File: src/dbg_defines.svh
`ifndef DBG_DEFINES_SVH
`define DBG_DEFINES_SVH

// mode value of the go command, ascii "G"
`define DBG_GO_CMD 8'h47

// host character that stops a run, ascii "H"
`define DBG_HALT_CHAR 8'h48

// datapath widths
`define DBG_WORD_W 32
`define DBG_CHAR_W 8

// npc pc ir ctl a b imm y mdr
`define DBG_NUM_FIELDS 9

// line end of the dump
`define DBG_CR 8'h0D
`define DBG_LF 8'h0A

`endif

File: src/dbg_cpu_pkg.sv
`default_nettype none
`include "dbg_defines.svh"

package dbg_cpu_pkg;

    typedef logic [`DBG_WORD_W-1:0] word_t;

    // observed cpu registers, in dump order
    typedef struct packed {
        word_t npc;
        word_t pc;
        word_t ir;
        word_t ctl;
        word_t a;
        word_t b;
        word_t imm;
        word_t y;
        word_t mdr;
    } cpu_state_t;

    typedef struct packed {
        word_t bp1;
        word_t bp2;
    } bp_pair_t;

endpackage

`default_nettype wire

File: src/dbg_link_pkg.sv
`default_nettype none
`include "dbg_defines.svh"

package dbg_link_pkg;
    import dbg_cpu_pkg::*;

    typedef logic [`DBG_CHAR_W-1:0] char_t;
    typedef logic [`DBG_CHAR_W-1:0] mode_t;

    // transmit request, character sits in the low byte when is_word is 0
    typedef struct packed {
        logic  req;
        logic  is_word;
        word_t data;
    } tx_req_t;

    typedef struct packed {
        logic  ack;
        char_t data;
    } rx_rsp_t;

    typedef enum logic [$clog2(`DBG_NUM_FIELDS)-1:0] {
        F_NPC,
        F_PC,
        F_IR,
        F_CTL,
        F_A,
        F_B,
        F_IMM,
        F_Y,
        F_MDR
    } field_e;

    typedef enum logic [1:0] {
        IDLE,
        RUN,
        DUMP,
        DONE
    } go_phase_e;

    typedef enum logic [1:0] {
        LABEL,
        VALUE,
        EOL
    } dump_state_e;

endpackage

`default_nettype wire

File: src/dbg_go.sv
`timescale 1ns/1ns
`default_nettype none

module dbg_go
    import dbg_cpu_pkg::*, dbg_link_pkg::*;
(
    input  wire logic       clk,
    input  wire logic       rstn,
    input  wire mode_t      mode,
    input  wire word_t      pc_chk,
    input  wire bp_pair_t   bps,
    input  wire cpu_state_t cpu,
    input  wire rx_rsp_t    rx_rsp,
    output logic            rx_req,
    input  wire logic       tx_ack,
    output tx_req_t         tx,
    output logic            cpu_clk,
    output logic            finish
);

    logic run_en;
    logic stop;
    logic dump_start;
    logic dump_done;
    logic abort;

    run_control run_control_i (
        .clk     (clk),
        .rstn    (rstn),
        .run_en  (run_en),
        .pc_chk  (pc_chk),
        .bps     (bps),
        .rx_rsp  (rx_rsp),
        .rx_req  (rx_req),
        .cpu_clk (cpu_clk),
        .stop    (stop)
    );

    dump_sequencer dump_sequencer_i (
        .clk        (clk),
        .rstn       (rstn),
        .dump_start (dump_start),
        .abort      (abort),
        .cpu        (cpu),
        .tx_ack     (tx_ack),
        .tx         (tx),
        .dump_done  (dump_done)
    );

    go_phase_ctrl go_phase_ctrl_i (
        .clk        (clk),
        .rstn       (rstn),
        .mode       (mode),
        .stop       (stop),
        .dump_done  (dump_done),
        .run_en     (run_en),
        .dump_start (dump_start),
        .abort      (abort),
        .finish     (finish)
    );

endmodule

`default_nettype wire

File: src/dump_sequencer.sv
`timescale 1ns/1ns
`default_nettype none
`include "dbg_defines.svh"

module dump_sequencer
    import dbg_cpu_pkg::*, dbg_link_pkg::*;
(
    input  wire logic       clk,
    input  wire logic       rstn,
    input  wire logic       dump_start,
    input  wire logic       abort,
    input  wire cpu_state_t cpu,
    input  wire logic       tx_ack,
    output tx_req_t         tx,
    output logic            dump_done
);

    dump_state_e st;
    field_e      fld;
    logic [1:0]  idx;      // char position inside label or line end
    logic        busy;
    logic        req_q;

    word_t       lbl_word;
    logic [1:0]  lbl_last;
    char_t       lbl_char;
    word_t       fld_word;
    char_t       out_ch;
    logic        is_word;

    // labels right aligned, "=" always in the low byte
    always_comb begin
        case (fld)
            F_NPC:   lbl_word = 32'h4E50433D; // NPC=
            F_PC:    lbl_word = 32'h0050433D;
            F_IR:    lbl_word = 32'h0049523D;
            F_CTL:   lbl_word = 32'h43544C3D;
            F_A:     lbl_word = 32'h0000413D;
            F_B:     lbl_word = 32'h0000423D;
            F_IMM:   lbl_word = 32'h494D4D3D;
            F_Y:     lbl_word = 32'h0000593D;
            default: lbl_word = 32'h4D44523D; // MDR=
        endcase
    end

    // label length from the leading zero bytes
    assign lbl_last = (lbl_word[31:24] != '0) ? 2'd3 :
                      (lbl_word[23:16] != '0) ? 2'd2 :
                      (lbl_word[15:8]  != '0) ? 2'd1 : 2'd0;

    assign lbl_char = lbl_word[{lbl_last - idx, 3'b000} +: `DBG_CHAR_W];

    always_comb begin
        case (fld)
            F_NPC:   fld_word = cpu.npc;
            F_PC:    fld_word = cpu.pc;
            F_IR:    fld_word = cpu.ir;
            F_CTL:   fld_word = cpu.ctl;
            F_A:     fld_word = cpu.a;
            F_B:     fld_word = cpu.b;
            F_IMM:   fld_word = cpu.imm;
            F_Y:     fld_word = cpu.y;
            default: fld_word = cpu.mdr;
        endcase
    end

    always_comb begin
        is_word = 1'b0;
        out_ch  = lbl_char;
        case (st)
            VALUE:   is_word = 1'b1;
            EOL:     out_ch = (idx == 2'd0) ? `DBG_CR : `DBG_LF;
            default: ;
        endcase
    end

    assign tx = '{req: req_q, is_word: is_word,
                  data: is_word ? fld_word : word_t'(out_ch)};

    assign dump_done = busy && req_q && tx_ack && (st == EOL) && (idx == 2'd1);

    always_ff @(posedge clk or negedge rstn) begin
        if (!rstn) begin
            busy  <= 1'b0;
            req_q <= 1'b0;
            st    <= LABEL;
            fld   <= F_NPC;
            idx   <= 2'd0;
        end else if (abort) begin
            busy  <= 1'b0;
            req_q <= 1'b0;
        end else if (dump_start) begin
            busy  <= 1'b1;
            req_q <= 1'b0;
            st    <= LABEL;
            fld   <= F_NPC;
            idx   <= 2'd0;
        end else if (busy) begin
            if (req_q && tx_ack) begin
                req_q <= 1'b0;
                case (st)
                    LABEL: begin
                        if (idx == lbl_last) begin
                            st  <= VALUE;
                            idx <= 2'd0;
                        end else begin
                            idx <= idx + 2'd1;
                        end
                    end
                    VALUE: begin
                        st  <= (fld == F_MDR) ? EOL : LABEL;
                        idx <= 2'd0;
                        if (fld != F_MDR)
                            fld <= field_e'(fld + 1'b1);
                    end
                    default: begin
                        if (idx == 2'd1)
                            busy <= 1'b0; // LF acked, dump over
                        else
                            idx <= 2'd1;
                    end
                endcase
            end else if (!req_q && !tx_ack) begin
                req_q <= 1'b1; // previous ack released
            end
        end
    end

    // payload held while the host stalls, cpu is frozen during the dump
    a_tx_stable: assert property (
        @(posedge clk) disable iff (!rstn)
        tx.req && !tx_ack |=> $stable(tx.data) && $stable(tx.is_word)
    );

endmodule

`default_nettype wire

File: src/go_phase_ctrl.sv
`timescale 1ns/1ns
`default_nettype none
`include "dbg_defines.svh"

module go_phase_ctrl
    import dbg_link_pkg::*;
(
    input  wire logic  clk,
    input  wire logic  rstn,
    input  wire mode_t mode,
    input  wire logic  stop,
    input  wire logic  dump_done,
    output logic       run_en,
    output logic       dump_start,
    output logic       abort,
    output logic       finish
);

    go_phase_e phase;
    go_phase_e phase_nxt;
    logic      go_cmd;

    assign go_cmd = (mode == `DBG_GO_CMD);

    always_comb begin
        phase_nxt = phase;
        if (!go_cmd) begin
            phase_nxt = IDLE; // host left the command
        end else begin
            case (phase)
                IDLE:    phase_nxt = RUN;
                RUN:     if (stop) phase_nxt = DUMP;
                DUMP:    if (dump_done) phase_nxt = DONE;
                default: ;
            endcase
        end
    end

    always_ff @(posedge clk or negedge rstn) begin
        if (!rstn) begin
            phase  <= IDLE;
            finish <= 1'b0;
        end else begin
            phase  <= phase_nxt;
            finish <= (phase_nxt == DONE);
        end
    end

    assign run_en     = (phase == RUN) && go_cmd;
    assign dump_start = (phase == RUN) && go_cmd && stop;
    assign abort      = (phase == DUMP) && !go_cmd;

    a_stop_in_run: assert property (
        @(posedge clk) disable iff (!rstn)
        stop |-> phase == RUN
    );

    a_done_in_dump: assert property (
        @(posedge clk) disable iff (!rstn)
        dump_done |-> phase == DUMP
    );

endmodule

`default_nettype wire

File: src/run_control.sv
`timescale 1ns/1ns
`default_nettype none
`include "dbg_defines.svh"

module run_control
    import dbg_cpu_pkg::*, dbg_link_pkg::*;
(
    input  wire logic     clk,
    input  wire logic     rstn,
    input  wire logic     run_en,
    input  wire word_t    pc_chk,
    input  wire bp_pair_t bps,
    input  wire rx_rsp_t  rx_rsp,
    output logic          rx_req,
    output logic          cpu_clk,
    output logic          stop
);

    logic bp_hit;
    logic halt_hit;

    assign bp_hit = (pc_chk == bps.bp1) || (pc_chk == bps.bp2);

    // only an acked "H" counts, anything else from the host is dropped
    assign halt_hit = rx_req && rx_rsp.ack && (rx_rsp.data == `DBG_HALT_CHAR);

    always_ff @(posedge clk or negedge rstn) begin
        if (!rstn) begin
            cpu_clk <= 1'b0;
            rx_req  <= 1'b0;
            stop    <= 1'b0;
        end else if (run_en && !stop) begin
            cpu_clk <= ~cpu_clk;
            rx_req  <= !rx_rsp.ack; // one idle cycle after each ack
            stop    <= bp_hit || halt_hit;
        end else begin
            // stop cycle and everything after it park the cpu clock low
            cpu_clk <= 1'b0;
            rx_req  <= 1'b0;
            stop    <= 1'b0;
        end
    end

    // a stop ends the run, the cpu sees no further edge
    a_cpu_clk_parked: assert property (
        @(posedge clk) disable iff (!rstn)
        stop |=> !run_en && !cpu_clk
    );

endmodule

`default_nettype wire
File: config.mk
export PLATFORM = sky130hd
export DESIGN_NAME = dbg_go
export DESIGN_NICKNAME = d
export VERILOG_FILES = /design/src/dbg_cpu_pkg.sv /design/src/dbg_link_pkg.sv /design/src/dbg_go.sv /design/src/dump_sequencer.sv /design/src/go_phase_ctrl.sv /design/src/run_control.sv
export VERILOG_INCLUDE_DIRS = /design/src /design/src/src
export SDC_FILE = /design/constraint.sdc
export NUM_CORES = 1
export LEC_CHECK = 0
export CORE_AREA = 3 3 170 172
export CTS_BUF_LIST = sky130_fd_sc_hd__clkbuf_8 sky130_fd_sc_hd__clkbuf_16
export CTS_CLUSTER_SIZE = 20
export DETAILED_ROUTE_END_ITERATION = 12
export DIE_AREA = 0 0 173 175
export DONT_BUFFER_PORTS = 1
export PLACE_DENSITY = 0.31
export SLEW_MARGIN = 15
export SYNTH_ARGS = -nofsm -noshare
export SYNTH_HDL_FRONTEND = slang
export SYNTH_SLANG_ARGS = --single-unit
File: constraint.sdc
create_clock -name clk -period 5.8 [get_ports clk]
set_clock_uncertainty 0.05 [all_clocks]
set_input_delay 1.16 -clock clk [delete_from_list [all_inputs] [get_ports clk]]
set_output_delay 1.16 -clock clk [all_outputs]
set_load 0.03 [all_outputs]
# --- After elaboration in Yosys (flattened, before gate mapping) ---
# Memories as Yosys holds them, arrays and structs flattened.
# Index checks and enable logic that the tools add are counted.
totals:
  in_bits: 404
  n_memories: 1
  romBits: 120
  out_inout_bits: 37
  elab_cells: 121
  reg_bits: 16
classes:
  n_eq_ne: 22
  n_reduce_logical: 38
  bitwise_logic: 2
  n_shift: 1
  mux: 44
  add_sub_neg: 3
memory_table:
  columns: ["name", "depth", "word_bits", "rd", "rd_clocked_by_memory_dff", "wr", "line", "text"]
  rows:
  - ["(no name shown)", 8, 15, 1, 0, 0, "dump_sequencer.sv:33", "case (fld)"]
ops:
  columns: ["op", "n"]
  rows:
  - ["32-bit case mux with 8 select lines", 1]
  - ["32-bit == test", 2]
  - ["32-bit two-way mux", 2]
  - ["32-bit by 6-bit indexed part select with 8-bit output", 1]
  - ["2-bit two-way mux", 15]
  - ["8-bit nonzero test", 3]
  - ["4-bit two-way mux", 5]
  - ["4-bit by 3-bit == test with 1-bit output, second input constant", 4]
  - ["8-bit by 7-bit == test with 1-bit output, second input constant", 2]
  - ["1-bit two-way mux", 16]
  - ["1-bit logical AND", 12]
  - ["5-bit AND reduction", 2]
  - ["4-bit by 2-bit == test with 1-bit output, second input constant", 2]
  - ["8-bit two-way mux", 1]
  - ["2-bit case mux with 2 select lines", 2]
  - ["2-bit nonzero test", 4]
  - ["2-bit by 1-bit == test with 1-bit output, second input constant", 3]
  - ["2-bit == test, second input constant", 3]
  - ["2-bit logical NOT", 3]
  - ["2-bit case mux with 3 select lines", 1]
  - ["3-bit nonzero test", 2]
  - ["1-bit logical NOT", 5]
  - ["4-bit by 1-bit adder with 4-bit output, second input constant", 1]
  - ["4-bit by 1-bit == test with 1-bit output, second input constant", 1]
  - ["15 further kinds", 17]

# --- Depth between registers and ports, before layout ---
# Gate-level depths: netlist of run 1.
# An unclocked memory read counts as a cell.
depth:
  ltp_word: 12
  mapped_depth: 12
  mapped_depth_nobuf: 11

# --- By module ---
# A second synthesis of run 1 with hierarchy kept.
hier_totals:
  hier_cells: 555
  hier_area_um2: 4065.1
modules_own_cells:
  columns: ["module", "area_per_inst_um2", "cells_each", "n_inst", "seq_area_each_um2"]
  rows:
  - ["dump_sequencer", 3076.7, 442, 1, 250.2]
  - ["run_control", 814.5, 97, 1, 75.1]
  - ["go_phase_ctrl", 173.9, 16, 1, 75.1]

# --- Worst setup path after synthesis of run 1 ---
# OpenSTA, ideal clock, no wires.
synth_path:
  kind: "flip-flop to output port"
  start: "register dump_sequencer_i.fld[0]"
  end: "output tx[2] in the netlist's numbering"
  path_buffers: 1
  path_stages_with_launch: 12
  t_required_ps: 4590
  arrival_ps: 3405
  setup_slack_ps: 1185
  cell_sequence: "dfrtp_1 inv_1 ha_1 clkbuf_1 or4_1 a21oi_1 ha_1 xor2_1 xor2_1 mux2_1 nor2_1 o32ai_1"
synth_rtl:
  columns: ["element", "line", "text"]
  rows:
  - ["from (decl)", "dump_sequencer.sv:19", "field_e fld;"]
  - ["from (signal assigned)", "dump_sequencer.sv:114", "fld <= field_e'(fld + 1'b1);"]
  - ["to (decl)", "dbg_go.sv:16", "output tx_req_t tx,"]

==> impl_metrics.py, run 1 <==
metrics = {
    "logic_synthesis": {
        "netlist_area_sq_um": 3879,
        "yosys.cell_types.count": 62,
        "synth-async-reset-ratio_pct": 100.0,
        "synth_top_flop_cell": "dfrtp_1",
        "ys_top_cells_by_area": "xnor2_1, a221oi_1, a22o_1",
        "seq_area_frac_synth_pct": 10.32,
        "ys_ff_latch": 16,
        "syn_inst": 511,
        "synth_top_area_share_pct": 15.35,
        "synth_edf_count": 0,
        "ys_warn_count": 0,
        "syn-num-nets": 926,
        "yosysTopAreaCell": "xnor2_1",
        "avgSynthCellArea_sq_um": 7.590,
    },
    "route": {
        "met3_length_mm": 2.405,
        "routed.top_layer": "met5",
        "post_drt_wl_per_cell_um": 31.90,
        "wl_met2_mm": 15.13,
        "met1Wirelength_mm": 9.910,
        "ant_nets": 0,
        "drt-total-wl_mm": 28.17,
        "drt_iter0_markers": 394,
        "viasPerCell": 5.384,
        "dr.pass1.iters": 7,
        "vias": 4754,
        "drc": 0,
    },
    "floorplanning": {
        "die_y_um": 175,
        "ios": 441,
        "start_util_pct": 14.04,
        "placementRows": 61,
        "core_sq_um": 27630,
        "die_x_um": 173,
        "die-area_sq_um": 30280,
    },
    "critical_path": {
        "reg2reg_depth": 8,
        "path_max_fanout": 14,
        "cp-start-kind": "register",
        "path_delay_family": "compound AO/OA/AOI/OAI gates",
        "cp_data_required_time_ns": 4.59,
        "critPathBufInv": 2,
        "reg2reg_to": "dump_sequencer_i.st[0]",
        "max_stage_delay_ns": 0.59,
        "critPathCaptureType": "output pin",
        "crit_slowest_cell": "or4_1",
        "cp.arrival_ns": 3.84,
        "path_class": "reg2out",
        "reg2reg_from": "dump_sequencer_i.fld[0]",
        "rrSetupSlack_ns": 2.66,
        "path_cells": "inv_1, ha_1, or4_1, a21oi_1, ha_1, xor2_1, xnor2_1, o2111ai_1, a221oi_1, a211oi_1, buf_4",
        "path_common_cell": "ha_1",
    },
    "clock_tree": {
        "insertion_delay_ns": 0.25,
        "cts.sinks": 16,
        "hold_buffers": 0,
        "root_buffer": "clkbuf_16",
        "post_cts_buffers": 0,
        "h-tree-depth": 1,
        "cts_tree": "yes",
        "clk_path_buf_depth": 2,
        "cts_buffers": 3,
        "cts_resized": 0,
        "clk_pin_slew_ns": 0.05,
    },
    "finish": {
        "final_cells": 883,
        "layout-drive-gt1-share_pct": 8.835,
        "final_common_cell": "xnor2_1",
        "nNetsFinal": 914,
        "nFillCells": 3170,
        "stdcell_area_sq_um": 4501,
        "layout_common_cells": "xnor2_1, a221oi_1, a22o_1",
        "area_delta_synth_final_pct": 16.03,
    },
    "sta": {
        "rsz0062_at_grt": "no",
        "tns_ns": 0,
        "max_freq_mhz": 198.2,
        "setup-violations-final": 0,
        "relSlewSlack_pct": 18.45,
        "finalMaxSlewViolations": 0,
        "worst_slew_pin_slew_ns": 1.223,
        "layout_min_cycle_time_ns": 5.047,
        "hold_slack_ns": 0.5225,
        "fin_crit_sh_pct": 87.01,
        "finalHoldViolations": 0,
    },
    "placed_design": {
        "place.gp.congestion": 0.9455,
        "portBuffers": 0,
        "dp.cells": 872,
        "placed_cell_area_sq_um": 4394,
        "dp_hpwl_mm": 24.46,
    },
    "power": {
        "power.density_nw_per_um2": 73.88,
        "p_comb_share_pct": 21.2,
        "p_leak_nw": 1.327,
        "p_switching_mw": 0.07209,
        "worst_ir_drop_vdd_v": 0.00007664,
        "p_clk_share_pct": 45.2,
        "seqPwrFrac_pct": 33.7,
        "total_power_mw": 0.3325,
        "p_int_mw": 0.2604,
        "swShare_pct": 21.68,
    },
    "min_path": {
        "worst_hold_path.endpoint": "go_phase_ctrl_i.phase[1]",
        "hold_class": "reg2reg",
        "worstHoldStart": "run_control_i.stop",
        "holdPathStages": 2,
    },
    "grt": {
        "grt_max_degree": 27,
        "grt_pass1_wl_mm": 37.78,
        "gr-total-overflow": 0,
        "antenna_found_initial": 10,
        "grtUsageTotal_pct": 16.98,
        "grt_pass1_vias": 4760,
    },
    "run": {
        "cap_violations": 0,
    },
    "status": {
        "status": "finished, final reports clean",
    },
}
[logic make-up (layout without fill, tap and decap cells)]
logic type / Yosys count / in the layout / share of synthesized area [%]
and+or+nand+nor: 133 / 133 / 18.74
other: 0 / 7 / 0
buffers and inverters: 60 / 47 / 6.903
adders and majority gates: 11 / 11 / 3.548
xor gates and xnor gates: 71 / 71 / 16.03
AOI/OAI and AO/OA: 213 / 213 / 42.58
DFF: 16 / 16 / 10.32
muxes: 7 / 7 / 1.871
[worst reg2reg max path: stages, from the launching register on]
cell	delay [ns]
dfrtp_1	0.46
inv_1	0.16
ha_1	0.46
or4_1	0.59
a21oi_1	0.17
ha_1	0.48
nand2_1	0.14
or4_1	0.42
a21oi_1	0.13
[cell usage after synthesis, types with 2 or more instances]
library cell and instances:
xnor2_1 68, a221oi_1 51, a22o_1 50, nand2_1 46, a31oi_1 26, a21oi_1 23
clkbuf_1 21, nand4_1 19, nor2_1 18, buf_2 16, dfrtp_1 16, a22oi_1 14
inv_1 13, o21ai_0 12, ha_1 11, nand3_1 10, nor4_1 7, a211oi_1 6
nor3_1 6, a222oi_1 5, mux2i_1 5, a41oi_1 4, buf_1 4, or4_1 4
and3b_1 3, nand2b_1 3, xor2_1 3, a21o_1 2, a32o_1 2, and3_1 2
buf_4 2, buf_6 2, clkinv_1 2, nor2b_1 2, nor3b_2 2, nor4b_2 2
o22ai_1 2, o31ai_1 2, o32ai_1 2
[how the worst max path moves through the flow]
stage | cells past startpoint | startpoint | slack (ns) | end
2_1_floorplan | 11 | dump_sequencer_i.fld[0] | 1.19 | tx[2]
3_3_place_gp | 11 | dump_sequencer_i.fld[0] | 1.14 | tx[0]
3_5_place_dp | 11 | dump_sequencer_i.fld[0] | 1.05 | tx[0]
4_1_cts | 11 | dump_sequencer_i.fld[0] | 0.78 | tx[0]
5_1_grt | 11 | dump_sequencer_i.fld[0] | 0.48 | tx[0]
6_report | 11 | dump_sequencer_i.fld[0] | 0.75 | tx[0]
[routing by layer]
| metal | up-vias | global-route usage [%] |
|---|---|---|
| met5 | - | 0 |
| met4 | 6 | 4.493 |
| met3 | 40 | 4.259 |
| met2 | 356 | 32.60 |
| met1 | 2315 | 18.47 |
| li1 | 2037 | - |
[flip-flops by register name, indices dropped and copies added, names as in the netlist]
| register | cells |
|---|---|
| dump_sequencer_i.busy | 1 |
| dump_sequencer_i.fld | 4 |
| dump_sequencer_i.idx | 2 |
| dump_sequencer_i.req_q | 1 |
| dump_sequencer_i.st | 2 |
| go_phase_ctrl_i.finish | 1 |
| go_phase_ctrl_i.phase | 2 |
| run_control_i.cpu_clk | 1 |
| run_control_i.rx_req | 1 |
| run_control_i.stop | 1 |
[power groups by stage]
| stage | logic [mW] | clock network [mW] | registers, mW |
|---|---|---|---|
| after floorplan | 0.0572 | 0 | 0.114 |
| after global placement | 0.0709 | 0 | 0.114 |
| after detailed placement | 0.0718 | 0 | 0.114 |
| after CTS | 0.0724 | 0.154 | 0.112 |
| after global routing | 0.0770 | 0.159 | 0.112 |
| final | 0.0704 | 0.150 | 0.112 |
[metrics by stage]
stage	setup WS [ns]	utilization (%)
floorplan	1.185	-
global placement	1.143	15.90
detailed placement	1.050	15.90
CTS	0.7803	16.23
global route	0.4770	16.29
finish	0.7534	16.29
[area by class of cell]
type	instances	area [sq um]	area share [%]
well taps	378	473.0	10.51
multi-input cells	435	3254	72.31
repair buffers	28	210.2	4.671
flip-flops and latches	16	400.4	8.896
clock buffers	4	88.84	1.974
inverters	15	56.30	1.251
diodes	7	17.52	0.3892
No activity file was read; power rests on OpenSTA's default activity.
==> run 2, diff against run 1 <==
--- a/config.mk
+++ b/config.mk
@@ -6,13 +6,15 @@
 export SDC_FILE = /design/constraint.sdc
 export NUM_CORES = 1
 export LEC_CHECK = 0
-export CORE_AREA = 3 3 170 172
+export CELL_PAD_IN_SITES_DETAIL_PLACEMENT = 1
+export CELL_PAD_IN_SITES_GLOBAL_PLACEMENT = 1
+export CORE_AREA = 3 3 169 171
 export CTS_BUF_LIST = sky130_fd_sc_hd__clkbuf_8 sky130_fd_sc_hd__clkbuf_16
 export CTS_CLUSTER_SIZE = 20
 export DETAILED_ROUTE_END_ITERATION = 12
-export DIE_AREA = 0 0 173 175
+export DIE_AREA = 0 0 172 174
 export DONT_BUFFER_PORTS = 1
-export PLACE_DENSITY = 0.31
+export PLACE_DENSITY = 0.41
 export SLEW_MARGIN = 15
 export SYNTH_ARGS = -nofsm -noshare
 export SYNTH_HDL_FRONTEND = slang
==> run 2 against run 1 <==
Compared with the run above: core utilization up 0.23 points; wire length rose by 0.31%; first-iteration DRC count shrank 13%; clock power about the same; final area down 0.78%; setup slack got worse by 0.0031 ns; non-clock buffer count rose by 4; hold slack improved by 0.0065 ns; sequential share of layout area increased by 0.070 points; largest cell class unchanged.
==> impl_metrics.py, run 2 (same netlist as run 1, synthesis figures left out) <==
metrics = {
    "status": {
        "status": "finished, final reports clean",
    },
    "power": {
        "p_comb_share_pct": 21.5,
        "p_leak_nw": 1.346,
        "p_switching_mw": 0.07479,
        "power.density_nw_per_um2": 75.08,
        "worst_ir_drop_vdd_v": 0.00008466,
        "p_clk_share_pct": 45.1,
        "total_power_mw": 0.3353,
        "p_int_mw": 0.2605,
        "seqPwrFrac_pct": 33.4,
        "swShare_pct": 22.31,
    },
    "finish": {
        "layout-drive-gt1-share_pct": 9.163,
        "top_register": "dump_sequencer_i.fld",
        "nFillCells": 3225,
        "layout_common_cells": "xnor2_1, a221oi_1, a22o_1",
        "area_delta_synth_final_pct": 15.13,
        "final_cells": 846,
        "nNetsFinal": 918,
        "multi_input_area_sq_um": 3246,
        "final_common_cell": "xnor2_1",
        "seqCellArea_sq_um": 400.4,
        "largest_reg_flops": 4,
    },
    "critical_path": {
        "crit_slowest_cell": "or4_1",
        "cp_data_required_time_ns": 4.59,
        "path_class": "reg2out",
        "cp.arrival_ns": 3.84,
        "max_stage_delay_ns": 0.59,
        "critPathCaptureType": "output pin",
        "path_max_fanout": 14,
        "path_cells": "inv_1, ha_1, or4_1, a21oi_1, ha_1, xor2_1, xnor2_1, o2111ai_1, a221oi_1, a211oi_1, buf_4",
        "cp-start-kind": "register",
        "path_common_cell": "ha_1",
        "path_delay_family": "compound AO/OA/AOI/OAI gates",
        "critPathBufInv": 2,
    },
    "sta": {
        "worst_slew_pin_slew_ns": 1.013,
        "tns_ns": 0,
        "hold_slack_ns": 0.5290,
        "relSlewSlack_pct": 32.46,
        "finalHoldViolations": 0,
        "finalMaxSlewViolations": 0,
        "fin_crit_sh_pct": 87.06,
        "max_freq_mhz": 198.0,
        "rsz0062_at_grt": "no",
        "setup-violations-final": 0,
        "layout_min_cycle_time_ns": 5.050,
    },
    "placed_design": {
        "place.gp.congestion": 0.8609,
        "portBuffers": 0,
        "dp_hpwl_mm": 24.47,
        "dp.cells": 839,
    },
    "floorplanning": {
        "start_util_pct": 14.35,
        "die_x_um": 172,
        "placementRows": 60,
        "ios": 441,
        "die_y_um": 174,
        "die-area_sq_um": 29930,
        "core_sq_um": 27030,
    },
    "route": {
        "drc": 0,
        "viasPerCell": 5.623,
        "dr.pass1.iters": 5,
        "drt-total-wl_mm": 28.26,
        "drt_iter0_markers": 342,
        "ant_nets": 0,
        "vias": 4757,
        "post_drt_wl_per_cell_um": 33.40,
    },
    "clock_tree": {
        "clk_pin_slew_ns": 0.05,
        "cts_tree": "yes",
        "cts.sinks": 16,
        "root_buffer": "clkbuf_16",
        "hold_buffers": 0,
        "cts_buffers": 3,
        "post_cts_buffers": 0,
        "cts_resized": 0,
        "insertion_delay_ns": 0.25,
        "clk_path_buf_depth": 2,
        "h-tree-depth": 1,
    },
    "run": {
        "cap_violations": 0,
    },
    "grt": {
        "grt_pass1_vias": 5099,
        "grtUsageTotal_pct": 17.19,
        "grt_pass1_wl_mm": 37.62,
        "gr-total-overflow": 0,
        "antenna_found_initial": 8,
        "grt_max_degree": 29,
    },
    "min_path": {
        "hold_class": "reg2reg",
    },
}
run 2: changes by cell type in the layout (fill, tap and decap cells not counted):
cell | before | now
nand2b_2 | 1 | 0
diode_2 | 7 | 3
a31oi_1 | 25 | 26
nand2b_1 | 2 | 3
buf_4 | 28 | 32
a31oi_2 | 1 | 0
run 2: path summary, 6_finish.rpt:
path	slack, ns	start	depth (start not counted)	endpoint
worst max-delay path	0.75	dump_sequencer_i.fld[0]	11	tx[0]
worst min-delay path	0.53	run_control_i.stop	2	go_phase_ctrl_i.phase[1]
worst max register to register	2.61	dump_sequencer_i.fld[0]	8	dump_sequencer_i.st[0]
worst min register to register	0.53	run_control_i.stop	2	go_phase_ctrl_i.phase[1]
max in group asynchronous	5.07	rstn	0	dump_sequencer_i.st[1]
min in group asynchronous	0.55	rstn	0	run_control_i.cpu_clk
run 2: tightest hold or removal path: stages (launching register included):
cell and delay [ns]:
dfrtp_1 0.36, a21oi_1 0.09, nor2_1 0.09
run 2: cell type report:
class                           instances  share of cell area, %
Tap cell                              341                  9.554
Timing Repair Buffer                   32                  5.380
Inverter                               15                  1.261
Multi-Input combinational cell        435                  72.68
Clock buffer                            4                  1.989
Sequential cell                        16                  8.966
Antenna cell                            3                 0.1681
run 2: power groups by stage:
| stage | logic [mW] | registers [mW] | clock network (mW) |
|---|---|---|---|
| after floorplan | 0.0572 | 0.114 | 0 |
| after global placement | 0.0727 | 0.114 | 0 |
| after detailed placement | 0.0740 | 0.114 | 0 |
| after CTS | 0.0746 | 0.112 | 0.156 |
| after global routing | 0.0797 | 0.112 | 0.162 |
| final | 0.0721 | 0.112 | 0.151 |
run 2: stage by stage:
stage,util (%),setup WS (ns),area [sq um]
floorplan,-,1.185,3879
global placement,16.17,1.138,4369
detailed placement,16.17,1.011,4369
CTS,16.50,0.7280,4458
global route,16.52,0.4056,4466
finish,16.52,0.7502,4466
run 2: routing by layer:
| metal | wire [um] | global-route usage, % | share of wire [%] | up-vias |
|---|---|---|---|---|
| li1 | - | - | - | 2042 |
| met1 | 9747 | 18.00 | 34 | 2360 |
| met2 | 15140 | 33.35 | 54 | 305 |
| met3 | 2608 | 4.640 | 9.2 | 40 |
| met4 | 684 | 4.258 | 2.4 | 10 |
| met5 | 71 | 0 | 0.25 | - |
